===== config.mk =====
export PLATFORM = sky130hd
export DESIGN_NAME = reorder_top
export DESIGN_NICKNAME = d
export VERILOG_FILES = /design/src/hdl/reorder_pkg.sv /design/src/hdl/tl_msg_pkg.sv /design/src/hdl/in_order_drain.sv /design/src/hdl/reorder_top.sv /design/src/hdl/req_tagger.sv /design/src/hdl/rsp_store.sv
export VERILOG_INCLUDE_DIRS = /design/src /design/src/hdl
export SDC_FILE = /design/constraint.sdc
export NUM_CORES = 1
export LEC_CHECK = 0
export ABC_AREA = 1
export BUFFER_PORTS_ARGS = -buffer_cell sky130_fd_sc_hd__buf_4
export CAP_MARGIN = 20
export CORE_MARGIN = 2
export CORE_UTILIZATION = 25
export CTS_BUF_LIST = sky130_fd_sc_hd__clkbuf_8
export DETAILED_ROUTE_END_ITERATION = 16
export GPL_ROUTABILITY_DRIVEN = 0
export GPL_TIMING_DRIVEN = 0
export PLACE_DENSITY = 0.39
export SYNTH_ARGS = -nofsm -noshare
export SYNTH_HDL_FRONTEND = slang
export SYNTH_SLANG_ARGS = --single-unit

===== constraint.sdc =====
create_clock -name clk_i -period 3.35 [get_ports clk_i]
set_clock_uncertainty 0.2 [all_clocks]
set_input_delay 0.335 -clock clk_i [delete_from_list [all_inputs] [get_ports clk_i]]
set_output_delay 0.335 -clock clk_i [all_outputs]
set_load 0.005 [all_outputs]

===== src/hdl/reorder_defines.svh =====
`ifndef REORDER_DEFINES_SVH
`define REORDER_DEFINES_SVH

////////////////////
// Link widths
////////////////////

// Data width of host and device links.
`define RO_DATA_W 32

// Address width of channel A.
`define RO_ADDR_W 16

// Source ID width on the host side.
`define RO_HSRC_W 4

// Tracker slot index, also used as device source.
`define RO_SLOT_W 2

// Opcode width on channels A and D.
`define RO_OP_W 3

`endif


===== src/hdl/reorder_pkg.sv =====
`default_nettype none

`include "reorder_defines.svh"

package reorder_pkg;

  // Number of tracker slots.
  localparam int unsigned num_slots = 2 ** `RO_SLOT_W;

  // Index of the last slot, where the pointers wrap.
  localparam logic [`RO_SLOT_W-1:0] last_slot = `RO_SLOT_W'(num_slots - 1);

  // Step a slot pointer, wrapping back to slot zero.
  function automatic logic [`RO_SLOT_W-1:0] next_slot(input logic [`RO_SLOT_W-1:0] idx);
    logic [`RO_SLOT_W-1:0] nxt;
    if (idx == last_slot) begin
      nxt = '0;
    end else begin
      nxt = idx + 1'b1;
    end
    return nxt;
  endfunction

endpackage

`default_nettype wire


===== src/hdl/tl_msg_pkg.sv =====
`default_nettype none

`include "reorder_defines.svh"

package tl_msg_pkg;

  // Channel A request opcodes.
  localparam logic [`RO_OP_W-1:0] a_put_full = `RO_OP_W'(0);
  localparam logic [`RO_OP_W-1:0] a_get      = `RO_OP_W'(4);

  // Channel D response opcodes.
  localparam logic [`RO_OP_W-1:0] d_access_ack      = `RO_OP_W'(0);
  localparam logic [`RO_OP_W-1:0] d_access_ack_data = `RO_OP_W'(1);

  // Response opcode that answers a given request opcode.
  // Only Get carries data back.
  function automatic logic [`RO_OP_W-1:0] d_opcode_for(input logic [`RO_OP_W-1:0] a_op);
    logic [`RO_OP_W-1:0] d_op;
    d_op = d_access_ack;
    if (a_op == a_get) begin
      d_op = d_access_ack_data;
    end
    return d_op;
  endfunction

endpackage

`default_nettype wire


===== src/hdl/in_order_drain.sv =====
`timescale 1ns/1ps
`default_nettype none

`include "reorder_defines.svh"

module in_order_drain (
  input  wire logic                                             clk_i,
  input  wire logic                                             rst_ni,

  input  wire logic [reorder_pkg::num_slots-1:0]                slot_busy_i,
  input  wire logic [reorder_pkg::num_slots-1:0][`RO_HSRC_W-1:0] slot_source_i,
  input  wire logic [reorder_pkg::num_slots-1:0]                slot_done_i,
  input  wire logic [reorder_pkg::num_slots-1:0][`RO_OP_W-1:0]  slot_opcode_i,
  input  wire logic [reorder_pkg::num_slots-1:0][`RO_DATA_W-1:0] slot_data_i,
  input  wire logic [reorder_pkg::num_slots-1:0]                slot_denied_i,

  output logic                                                  rel_valid_o,
  output logic [`RO_SLOT_W-1:0]                                 rel_idx_o,

  output logic                                                  host_d_valid_o,
  input  wire logic                                             host_d_ready_i,
  output logic [`RO_OP_W-1:0]                                   host_d_opcode_o,
  output logic [`RO_HSRC_W-1:0]                                 host_d_source_o,
  output logic [`RO_DATA_W-1:0]                                 host_d_data_o,
  output logic                                                  host_d_denied_o
);

  logic [`RO_SLOT_W-1:0] head_q;
  logic                  d_valid_q;
  logic                  head_ready;
  logic                  slice_free;
  logic                  load;

  // Head slot holds a finished answer and the slice can take it.
  assign head_ready = slot_busy_i[head_q] && slot_done_i[head_q];
  assign slice_free = !d_valid_q || host_d_ready_i;
  assign load       = head_ready && slice_free;

  // Loading the slice frees the head slot on both sides.
  assign rel_valid_o = load;
  assign rel_idx_o   = head_q;

  always_ff @(posedge clk_i or negedge rst_ni) begin
    if (!rst_ni) begin
      head_q    <= '0;
      d_valid_q <= 1'b0;
    end else if (load) begin
      head_q    <= reorder_pkg::next_slot(head_q);
      d_valid_q <= 1'b1;
    end else if (host_d_ready_i) begin
      d_valid_q <= 1'b0;
    end
  end

  // Host D slice. AccessAck carries no data, so zero it.
  always_ff @(posedge clk_i) begin
    if (load) begin
      host_d_opcode_o <= slot_opcode_i[head_q];
      host_d_source_o <= slot_source_i[head_q];
      host_d_denied_o <= slot_denied_i[head_q];
      if (slot_opcode_i[head_q] == tl_msg_pkg::d_access_ack) begin
        host_d_data_o <= '0;
      end else begin
        host_d_data_o <= slot_data_i[head_q];
      end
    end
  end

  assign host_d_valid_o = d_valid_q;

endmodule

`default_nettype wire


===== src/hdl/reorder_top.sv =====
`timescale 1ns/1ps
`default_nettype none

`include "reorder_defines.svh"

module reorder_top (
  input  wire logic                   clk_i,
  input  wire logic                   rst_ni,

  input  wire logic                   host_a_valid_i,
  output logic                        host_a_ready_o,
  input  wire logic [`RO_OP_W-1:0]    host_a_opcode_i,
  input  wire logic [`RO_HSRC_W-1:0]  host_a_source_i,
  input  wire logic [`RO_ADDR_W-1:0]  host_a_address_i,
  input  wire logic [`RO_DATA_W-1:0]  host_a_data_i,

  output logic                        device_a_valid_o,
  input  wire logic                   device_a_ready_i,
  output logic [`RO_OP_W-1:0]         device_a_opcode_o,
  output logic [`RO_SLOT_W-1:0]       device_a_source_o,
  output logic [`RO_ADDR_W-1:0]       device_a_address_o,
  output logic [`RO_DATA_W-1:0]       device_a_data_o,

  input  wire logic                   device_d_valid_i,
  input  wire logic [`RO_OP_W-1:0]    device_d_opcode_i,
  input  wire logic [`RO_SLOT_W-1:0]  device_d_source_i,
  input  wire logic [`RO_DATA_W-1:0]  device_d_data_i,
  input  wire logic                   device_d_denied_i,

  output logic                        host_d_valid_o,
  input  wire logic                   host_d_ready_i,
  output logic [`RO_OP_W-1:0]         host_d_opcode_o,
  output logic [`RO_HSRC_W-1:0]       host_d_source_o,
  output logic [`RO_DATA_W-1:0]       host_d_data_o,
  output logic                        host_d_denied_o
);

  // Tagger side of each slot.
  logic [reorder_pkg::num_slots-1:0]                  slot_busy;
  logic [reorder_pkg::num_slots-1:0][`RO_HSRC_W-1:0]  slot_source;

  // Store side of each slot.
  logic [reorder_pkg::num_slots-1:0]                  slot_done;
  logic [reorder_pkg::num_slots-1:0][`RO_OP_W-1:0]    slot_opcode;
  logic [reorder_pkg::num_slots-1:0][`RO_DATA_W-1:0]  slot_data;
  logic [reorder_pkg::num_slots-1:0]                  slot_denied;

  // Head release from the drain.
  logic                   rel_valid;
  logic [`RO_SLOT_W-1:0]  rel_idx;

  req_tagger req_tagger_i (
    .clk_i              (clk_i),
    .rst_ni             (rst_ni),
    .host_a_valid_i     (host_a_valid_i),
    .host_a_ready_o     (host_a_ready_o),
    .host_a_opcode_i    (host_a_opcode_i),
    .host_a_source_i    (host_a_source_i),
    .host_a_address_i   (host_a_address_i),
    .host_a_data_i      (host_a_data_i),
    .device_a_valid_o   (device_a_valid_o),
    .device_a_ready_i   (device_a_ready_i),
    .device_a_opcode_o  (device_a_opcode_o),
    .device_a_source_o  (device_a_source_o),
    .device_a_address_o (device_a_address_o),
    .device_a_data_o    (device_a_data_o),
    .rel_valid_i        (rel_valid),
    .rel_idx_i          (rel_idx),
    .slot_busy_o        (slot_busy),
    .slot_source_o      (slot_source)
  );

  rsp_store rsp_store_i (
    .clk_i             (clk_i),
    .rst_ni            (rst_ni),
    .device_d_valid_i  (device_d_valid_i),
    .device_d_opcode_i (device_d_opcode_i),
    .device_d_source_i (device_d_source_i),
    .device_d_data_i   (device_d_data_i),
    .device_d_denied_i (device_d_denied_i),
    .rel_valid_i       (rel_valid),
    .rel_idx_i         (rel_idx),
    .slot_done_o       (slot_done),
    .slot_opcode_o     (slot_opcode),
    .slot_data_o       (slot_data),
    .slot_denied_o     (slot_denied)
  );

  in_order_drain in_order_drain_i (
    .clk_i           (clk_i),
    .rst_ni          (rst_ni),
    .slot_busy_i     (slot_busy),
    .slot_source_i   (slot_source),
    .slot_done_i     (slot_done),
    .slot_opcode_i   (slot_opcode),
    .slot_data_i     (slot_data),
    .slot_denied_i   (slot_denied),
    .rel_valid_o     (rel_valid),
    .rel_idx_o       (rel_idx),
    .host_d_valid_o  (host_d_valid_o),
    .host_d_ready_i  (host_d_ready_i),
    .host_d_opcode_o (host_d_opcode_o),
    .host_d_source_o (host_d_source_o),
    .host_d_data_o   (host_d_data_o),
    .host_d_denied_o (host_d_denied_o)
  );

endmodule

`default_nettype wire


===== src/hdl/req_tagger.sv =====
`timescale 1ns/1ps
`default_nettype none

`include "reorder_defines.svh"

module req_tagger (
  input  wire logic                                               clk_i,
  input  wire logic                                               rst_ni,

  input  wire logic                                               host_a_valid_i,
  output logic                                                    host_a_ready_o,
  input  wire logic [`RO_OP_W-1:0]                                host_a_opcode_i,
  input  wire logic [`RO_HSRC_W-1:0]                              host_a_source_i,
  input  wire logic [`RO_ADDR_W-1:0]                              host_a_address_i,
  input  wire logic [`RO_DATA_W-1:0]                              host_a_data_i,

  output logic                                                    device_a_valid_o,
  input  wire logic                                               device_a_ready_i,
  output logic [`RO_OP_W-1:0]                                     device_a_opcode_o,
  output logic [`RO_SLOT_W-1:0]                                   device_a_source_o,
  output logic [`RO_ADDR_W-1:0]                                   device_a_address_o,
  output logic [`RO_DATA_W-1:0]                                   device_a_data_o,

  input  wire logic                                               rel_valid_i,
  input  wire logic [`RO_SLOT_W-1:0]                              rel_idx_i,
  output logic [reorder_pkg::num_slots-1:0]                       slot_busy_o,
  output logic [reorder_pkg::num_slots-1:0][`RO_HSRC_W-1:0]       slot_source_o
);

  logic [`RO_SLOT_W-1:0]                              alloc_q;
  logic [reorder_pkg::num_slots-1:0]                  busy_q;
  logic [reorder_pkg::num_slots-1:0][`RO_HSRC_W-1:0]  source_q;
  logic                                               slot_free;
  logic                                               accept;

  // A request may only pass when the slot in turn is free.
  assign slot_free        = !busy_q[alloc_q];
  assign host_a_ready_o   = device_a_ready_i && slot_free;
  assign device_a_valid_o = host_a_valid_i && slot_free;
  assign accept           = host_a_valid_i && host_a_ready_o;

  // Forward the request, tagged with the slot number.
  assign device_a_opcode_o  = host_a_opcode_i;
  assign device_a_source_o  = alloc_q;
  assign device_a_address_o = host_a_address_i;
  assign device_a_data_o    = host_a_data_i;

  always_ff @(posedge clk_i or negedge rst_ni) begin
    if (!rst_ni) begin
      alloc_q <= '0;
      busy_q  <= '0;
    end else begin
      if (rel_valid_i) begin
        busy_q[rel_idx_i] <= 1'b0;
      end
      if (accept) begin
        busy_q[alloc_q] <= 1'b1;
        alloc_q         <= reorder_pkg::next_slot(alloc_q);
      end
    end
  end

  // Host source kept until the answer goes back.
  always_ff @(posedge clk_i) begin
    if (accept) begin
      source_q[alloc_q] <= host_a_source_i;
    end
  end

  assign slot_busy_o   = busy_q;
  assign slot_source_o = source_q;

endmodule

`default_nettype wire


===== src/hdl/rsp_store.sv =====
`timescale 1ns/1ps
`default_nettype none

`include "reorder_defines.svh"

module rsp_store (
  input  wire logic                                             clk_i,
  input  wire logic                                             rst_ni,

  input  wire logic                                             device_d_valid_i,
  input  wire logic [`RO_OP_W-1:0]                              device_d_opcode_i,
  input  wire logic [`RO_SLOT_W-1:0]                            device_d_source_i,
  input  wire logic [`RO_DATA_W-1:0]                            device_d_data_i,
  input  wire logic                                             device_d_denied_i,

  input  wire logic                                             rel_valid_i,
  input  wire logic [`RO_SLOT_W-1:0]                            rel_idx_i,

  output logic [reorder_pkg::num_slots-1:0]                     slot_done_o,
  output logic [reorder_pkg::num_slots-1:0][`RO_OP_W-1:0]       slot_opcode_o,
  output logic [reorder_pkg::num_slots-1:0][`RO_DATA_W-1:0]     slot_data_o,
  output logic [reorder_pkg::num_slots-1:0]                     slot_denied_o
);

  logic [reorder_pkg::num_slots-1:0]                  done_q;
  logic [reorder_pkg::num_slots-1:0][`RO_OP_W-1:0]    opcode_q;
  logic [reorder_pkg::num_slots-1:0][`RO_DATA_W-1:0]  data_q;
  logic [reorder_pkg::num_slots-1:0]                  denied_q;

  ////////////////////
  // Arrival flags
  ////////////////////

  // A slot is released only after its answer has come in, so the
  // write and the release never name the same slot in one cycle.
  always_ff @(posedge clk_i or negedge rst_ni) begin
    if (!rst_ni) begin
      done_q <= '0;
    end else begin
      if (rel_valid_i) begin
        done_q[rel_idx_i] <= 1'b0;
      end
      if (device_d_valid_i) begin
        done_q[device_d_source_i] <= 1'b1;
      end
    end
  end

  ////////////////////
  // Response fields
  ////////////////////

  always_ff @(posedge clk_i) begin
    if (device_d_valid_i) begin
      opcode_q[device_d_source_i] <= device_d_opcode_i;
      data_q[device_d_source_i]   <= device_d_data_i;
      denied_q[device_d_source_i] <= device_d_denied_i;
    end
  end

  assign slot_done_o   = done_q;
  assign slot_opcode_o = opcode_q;
  assign slot_data_o   = data_q;
  assign slot_denied_o = denied_q;

endmodule

`default_nettype wire


* Word level (Yosys, flattened, before mapping)
Index checks and enable logic that the tools add are counted.
Cells by class: bitwise operators 5, $lt $le $gt $ge 6, add/sub/neg operators 2, multiplexer cells 38, eq/ne operators 2, reduce and logical (&&, ||, !) cells 13
Operator list (count):
- bitwise mux 128 bit | 1
- binary-select mux 32 bit (select 2 bit) | 1
- demux 32 bit (select 2 bit) | 1
- 2-to-1 mux 32 bit | 2
- 2-to-1 mux 4 bit | 6
- bitwise mux 16 bit | 1
- bitwise mux 12 bit | 1
- < comparator 2 x 3 -> 1 bit, second input constant | 3
- 2-to-1 mux 1 bit | 9
- bitwise AND 4 bit | 2
- binary-select mux 1 bit (select 2 bit) | 4
- binary-select mux 4 bit (select 2 bit) | 1
- demux 4 bit (select 2 bit) | 1
- logical AND 1 bit | 8
- bitwise OR 4 bit | 2
- binary-select mux 3 bit (select 2 bit) | 1
- demux 1 bit (select 2 bit) | 3
- demux 3 bit (select 2 bit) | 1
- >= comparator 2 x 1 -> 1 bit, second input constant | 3
- 2-to-1 mux 3 bit | 2
- adder 2 x 1 -> 2 bit, second input constant | 2
- bitwise mux 4 bit | 1
- equality test 2 bit, second input constant | 2
- 2-to-1 mux 2 bit | 2
- other kinds (5) | 6
Storage, ports and cells: input bits 99, register bits 213

* Longest topological paths before layout
depth after elaboration 9, mapped depth 9

* Modules after synthesis
From an unflattened synthesis, not the netlist that was laid out.
Unflattened totals: cells, all modules 686, area, all modules 8683.3 µm²
By module, submodules not included:
- rsp_store | area an instance 4520.6 µm², sequential area each 4424.2 µm², times used 1, cells each 171
- in_order_drain | area an instance 2880.3 µm², sequential area each 1276.2 µm², times used 1, cells each 398
- req_tagger | area an instance 1282.5 µm², sequential area each 630.6 µm², times used 1, cells each 117

* Least setup slack after synthesis
OpenSTA, ideal clock, no wires.
kind input -> register, start input port device_d_valid_i, end register rsp_store_i.data_q (netlist bit rsp_store_i.slot_data_o[100]), enable pin, arrival time 2949 ps, data required time 2674 ps, path slack -275 ps, stages on the path 2, buffers on the path 0, library setup time 476 ps, cell sequence inv_1 -> nor3_1
RTL lines:
- start, declared | RTL line reorder_top.sv:24 | input wire logic device_d_valid_i,
- end signal, assigned by index | RTL line rsp_store.sv:56 | data_q[device_d_source_i] <= device_d_data_i;
- end, declared | RTL line rsp_store.sv:27 | logic [reorder_pkg::num_slots-1:0][`RO_DATA_W-1:0] data_q;
No word-level cell between the ends.

* Worst setup path in the final report
start register in_order_drain_i.head_q[0] (netlist: in_order_drain_i.rel_idx_o[0]), end register in_order_drain_i.host_d_data_o[25], enable pin
On the way: word-level cells in the longest chain between the ends 4
RTL lines:
- start, declared | RTL line in_order_drain.sv:28 | logic [`RO_SLOT_W-1:0] head_q;
- start signal, assigned | RTL line in_order_drain.sv:48 | head_q <= reorder_pkg::next_slot(head_q);
- binary-select mux 1 bit (select 2 bit) | RTL line in_order_drain.sv:35 | assign head_ready = slot_busy_i[head_q] && slot_done_i[head_q];
- 2-to-1 mux 1 bit (not written as such) | RTL line in_order_drain.sv:35
- logical AND 1 bit * | RTL line in_order_drain.sv:35
- logical AND 1 bit * | RTL line in_order_drain.sv:37 | assign load = head_ready && slice_free;
- via in_order_drain_i.rel_valid_o | RTL line in_order_drain.sv:17 | output logic rel_valid_o,
- end signal, assigned | RTL line in_order_drain.sv:64 | host_d_data_o <= slot_data_i[head_q];
- end, declared | RTL line in_order_drain.sv:24 | output logic [`RO_DATA_W-1:0] host_d_data_o,
Mark *: on every way through the listed nets, which the timed path passes. The rest lies on a longest branch. The select of a mux whose other input is x is not followed. A chain may end at the register's enable or synchronous reset.

==> results by group <==
Status
  • Status: finished, final reports clean

Die
  • Effective utilization at floorplan: 25.4%
  • Num ports: 195
  • Overall die width: 191 um
  • CORE AREA: 0.0345 mm2
  • Num rows: 68
  • Die Y: 191 um
  • Die ar.: 0.0365 mm2

Critical path
  • Reg2reg path depth: 6
  • Crit Path Category: reg -> reg
  • CP Capture Type: flip-flop
  • Reg-to-Reg End: in_order_drain_i.host_d_data_o[25]
  • Critical Path, Cell by Cell: buf_6, nand3_1, nand3_2, nand3_4, inv_2, buf_12
  • Worst setup SP type: flip-flop
  • Critical path's slowest cell: dfrtp_1
  • Critical path arrival: 2280 ps
  • Critical Path RT: 3350 ps
  • Slack of the worst reg-to-reg path: 1070 ps
  • CP max stage delay: 530 ps
  • Crit Reg-Reg Startpoint: in_order_drain_i.rel_idx_o[0]
  • CP Max Fanout: 27

CTS
  • Clk slew on worst S/H paths: 60 ps
  • Clk buf depth: 3
  • Cts bufs inserted: 38
  • H-tree lvl count: 2
  • CTS root buffer: clkbuf_8
  • Worst-Skew Late Latency: 520 ps
  • Clock Sink Count: 213
  • CTS tree: built

Drt
  • DR WL/cell: 16.1 um
  • Total iterations of the first detailed-routing run: 5
  • # DRC: 0
  • WL final: 22.7 mm
  • Starting DRC count in detailed routing: 263
  • Antenna-violating nets left: 0
  • Via/cell ratio: 4.12
  • Vias: 5793

GRT
  • Total global routing overflow: 0
  • Initial antenna violation count: 0
  • GR peak layer: met2
  • Largest net degree at the start of global routing: 28
  • M2 GR Usage: 21.7%
  • Vias in the first global route: 5913
  • First-pass GRT wire length: 33.6 mm
  • GRT Total Usage: 12.3%
  • Grt met3 use: 2.57%
  • Met1 Resource Use GR: 14.9%

Yosys
  • Mapped Cells: 673
  • Syn nets: 780
  • Avg Inst Size Synth: 13.0 um2
  • Flops & latches, synth: 213
  • Synth Cell Area: 0.00874 mm2
  • Yosys warns: 0
  • Yosys cell types: 24
  • Post-synthesis sequential area ratio: 72.5%

Timing
  • Crit path time final: 2280 ps
  • Fin crit share: 68.0%
  • Endpoints failing setup: 0
  • Fin. Hold Viols: 0
  • Slew Limit Fails: 0
  • Max Fclk: 439 MHz
  • Worst-margin pin slew: 857 ps
  • Slew HR: 42.5%
  • WHS: 79.2 ps
  • Fin Setup TNS: 0 ps
  • RSZ-0062 raised after global routing: false

Layout
  • Multi-input combinational cell area: 0.00160 mm2
  • Layout area overhead: 34.9%
  • Fillers: 3471
  • Layout net count: 1028
  • Antenna diode instance count: 0
  • Share of cells above drive strength 1: 31.5%
  • Core Util, Final: 34.2%
  • FF/Latch Area: 0.00633 mm2

Power
  • Pleak: 4.78 nW
  • PwrDens: 773 mW/mm2
  • Worst VDD drop: 296 uV

Worst hold path
  • Worst min-delay path category: in -> reg
  • HP Start: host_d_ready_i
  • Hold path cells: 4
  • Hold Path End: in_order_drain_i.host_d_valid_o

Placement
  • PortBufs: 143
  • DP HPWL: 15.1 mm

Run
  • Max_cap viols: 0
-- stage by stage --
stage               cell area, um2  setup slack (ps)  instances  total power [mW]
global route                 11800               903       1405              9.77
detailed placement           10600               985       1289              6.97
global placement             10400             -3150       1271              6.94
CTS                          11800               977       1405              9.32
floorplan                     8740              -275        673              5.53
finish                       11800              1070       1405              9.11
-- cells in the final DEF, fill, tap and decap left out, drive strengths merged, types with 4 or more instances in the layout --
master and n:
buf 237, edfxtp 200, nor2 82, o21ai 77, inv 73, nand2 68
dlygate4sd3 47, clkbuf 46, o22ai 37, nand3 25, clkinv 15, dfrtp 13
nand4 12, ha 8, nor3 4
-- worst max path at each step --
stage | to | from | cells past startpoint
global route | in_order_drain_i.host_d_source_o[0] | in_order_drain_i.rel_idx_o[0] | 7
detailed placement | in_order_drain_i.host_d_data_o[9] | in_order_drain_i.rel_idx_o[0] | 6
floorplan | rsp_store_i.slot_data_o[100] | device_d_valid_i | 2
global placement | rsp_store_i.slot_opcode_o[10] | device_d_valid_i | 3
finish | in_order_drain_i.host_d_data_o[25] | in_order_drain_i.rel_idx_o[0] | 6
CTS | in_order_drain_i.host_d_data_o[28] | in_order_drain_i.rel_idx_o[0] | 6
-- cell families after synthesis --
group,share of synthesized area [%]
fa+ha+maj,1.15
flops,72.5
buf+inv,9.48
simple gates,9.62
compound gates,7.28
-- repair_timing --
| action | 4_1_cts | 5_1_grt |
|---|---|---|
| endpoints found under the hold margin | 187 | 0 |
| setup buffers | 0 | 0 |
| setup endpoints to repair | 0 | 0 |
| hold buffers | 47 | 0 |
| gates resized for setup | 0 | 0 |
-- layer usage --
| metal | share of wire [%] | vias to the layer above |
|---|---|---|
| li1 | - | 2823 |
| met1 | 42 | 2728 |
| met2 | 50 | 206 |
| met3 | 6.3 | 36 |
| met4 | 1.8 | 0 |
| met5 | 0 | - |
-- flip-flops by register name (all words and copies together), names as in the netlist --
name and count:
in_order_drain_i.host_d_data_o 32, in_order_drain_i.host_d_denied_o 1, in_order_drain_i.host_d_opcode_o 3, in_order_drain_i.host_d_source_o 4, in_order_drain_i.host_d_valid_o 1, in_order_drain_i.rel_idx_o 2, req_tagger_i.device_a_source_o 2, req_tagger_i.slot_busy_o 4
req_tagger_i.slot_source_o 16, rsp_store_i.slot_data_o 128, rsp_store_i.slot_denied_o 4, rsp_store_i.slot_done_o 4, rsp_store_i.slot_opcode_o 12
-- synth_stat cells --
library cell	count	area, um2
a21boi_0	2	15.0
buf_1	1	3.75
buf_2	11	55.1
buf_4	54	405
buf_6	10	113
clkbuf_1	6	22.5
dfrtp_1	13	325
edfxtp_1	200	6010
ha_1	8	100
inv_1	59	221
inv_2	2	7.51
nand2_1	67	251
nand2_2	1	6.26
nand3_1	21	105
nand3_2	1	10.0
nand3_4	3	52.6
nand4_1	12	75.1
nor2_1	82	308
nor3_1	4	20.0
o21ai_0	61	305
o21ai_1	15	75.1
o21ai_2	1	8.76
o22ai_1	37	231
or2_2	2	12.5
-- critical path, delay by kind of cell, from the launching register on --
| family | cells | cell delay (ps) |
|---|---|---|
| flip-flops | 1 | 530 |
| AND/OR/NAND/NOR | 3 | 410 |
| buffers and inverters | 3 | 810 |
-- layout make-up --
cell class,instances,area share (%)
multi-input cells,317,13.6
flip-flops and latches,213,53.7
inverters,61,1.94
plain buffers,82,5.09
well taps,455,4.83
clock inverters,29,1.24
clock buffers,40,4.67
repair buffers,208,14.9
-- power by group --
part	switching [mW]	total, mW	internal (mW)	leakage, nW
Sequential	0.195	3.76	3.56	2.00
Combinational	1.86	3.11	1.25	2.37
Clock	1.06	2.24	1.18	0.403
Total	3.12	9.11	5.99	4.78
(Power assumes the default switching activity.)
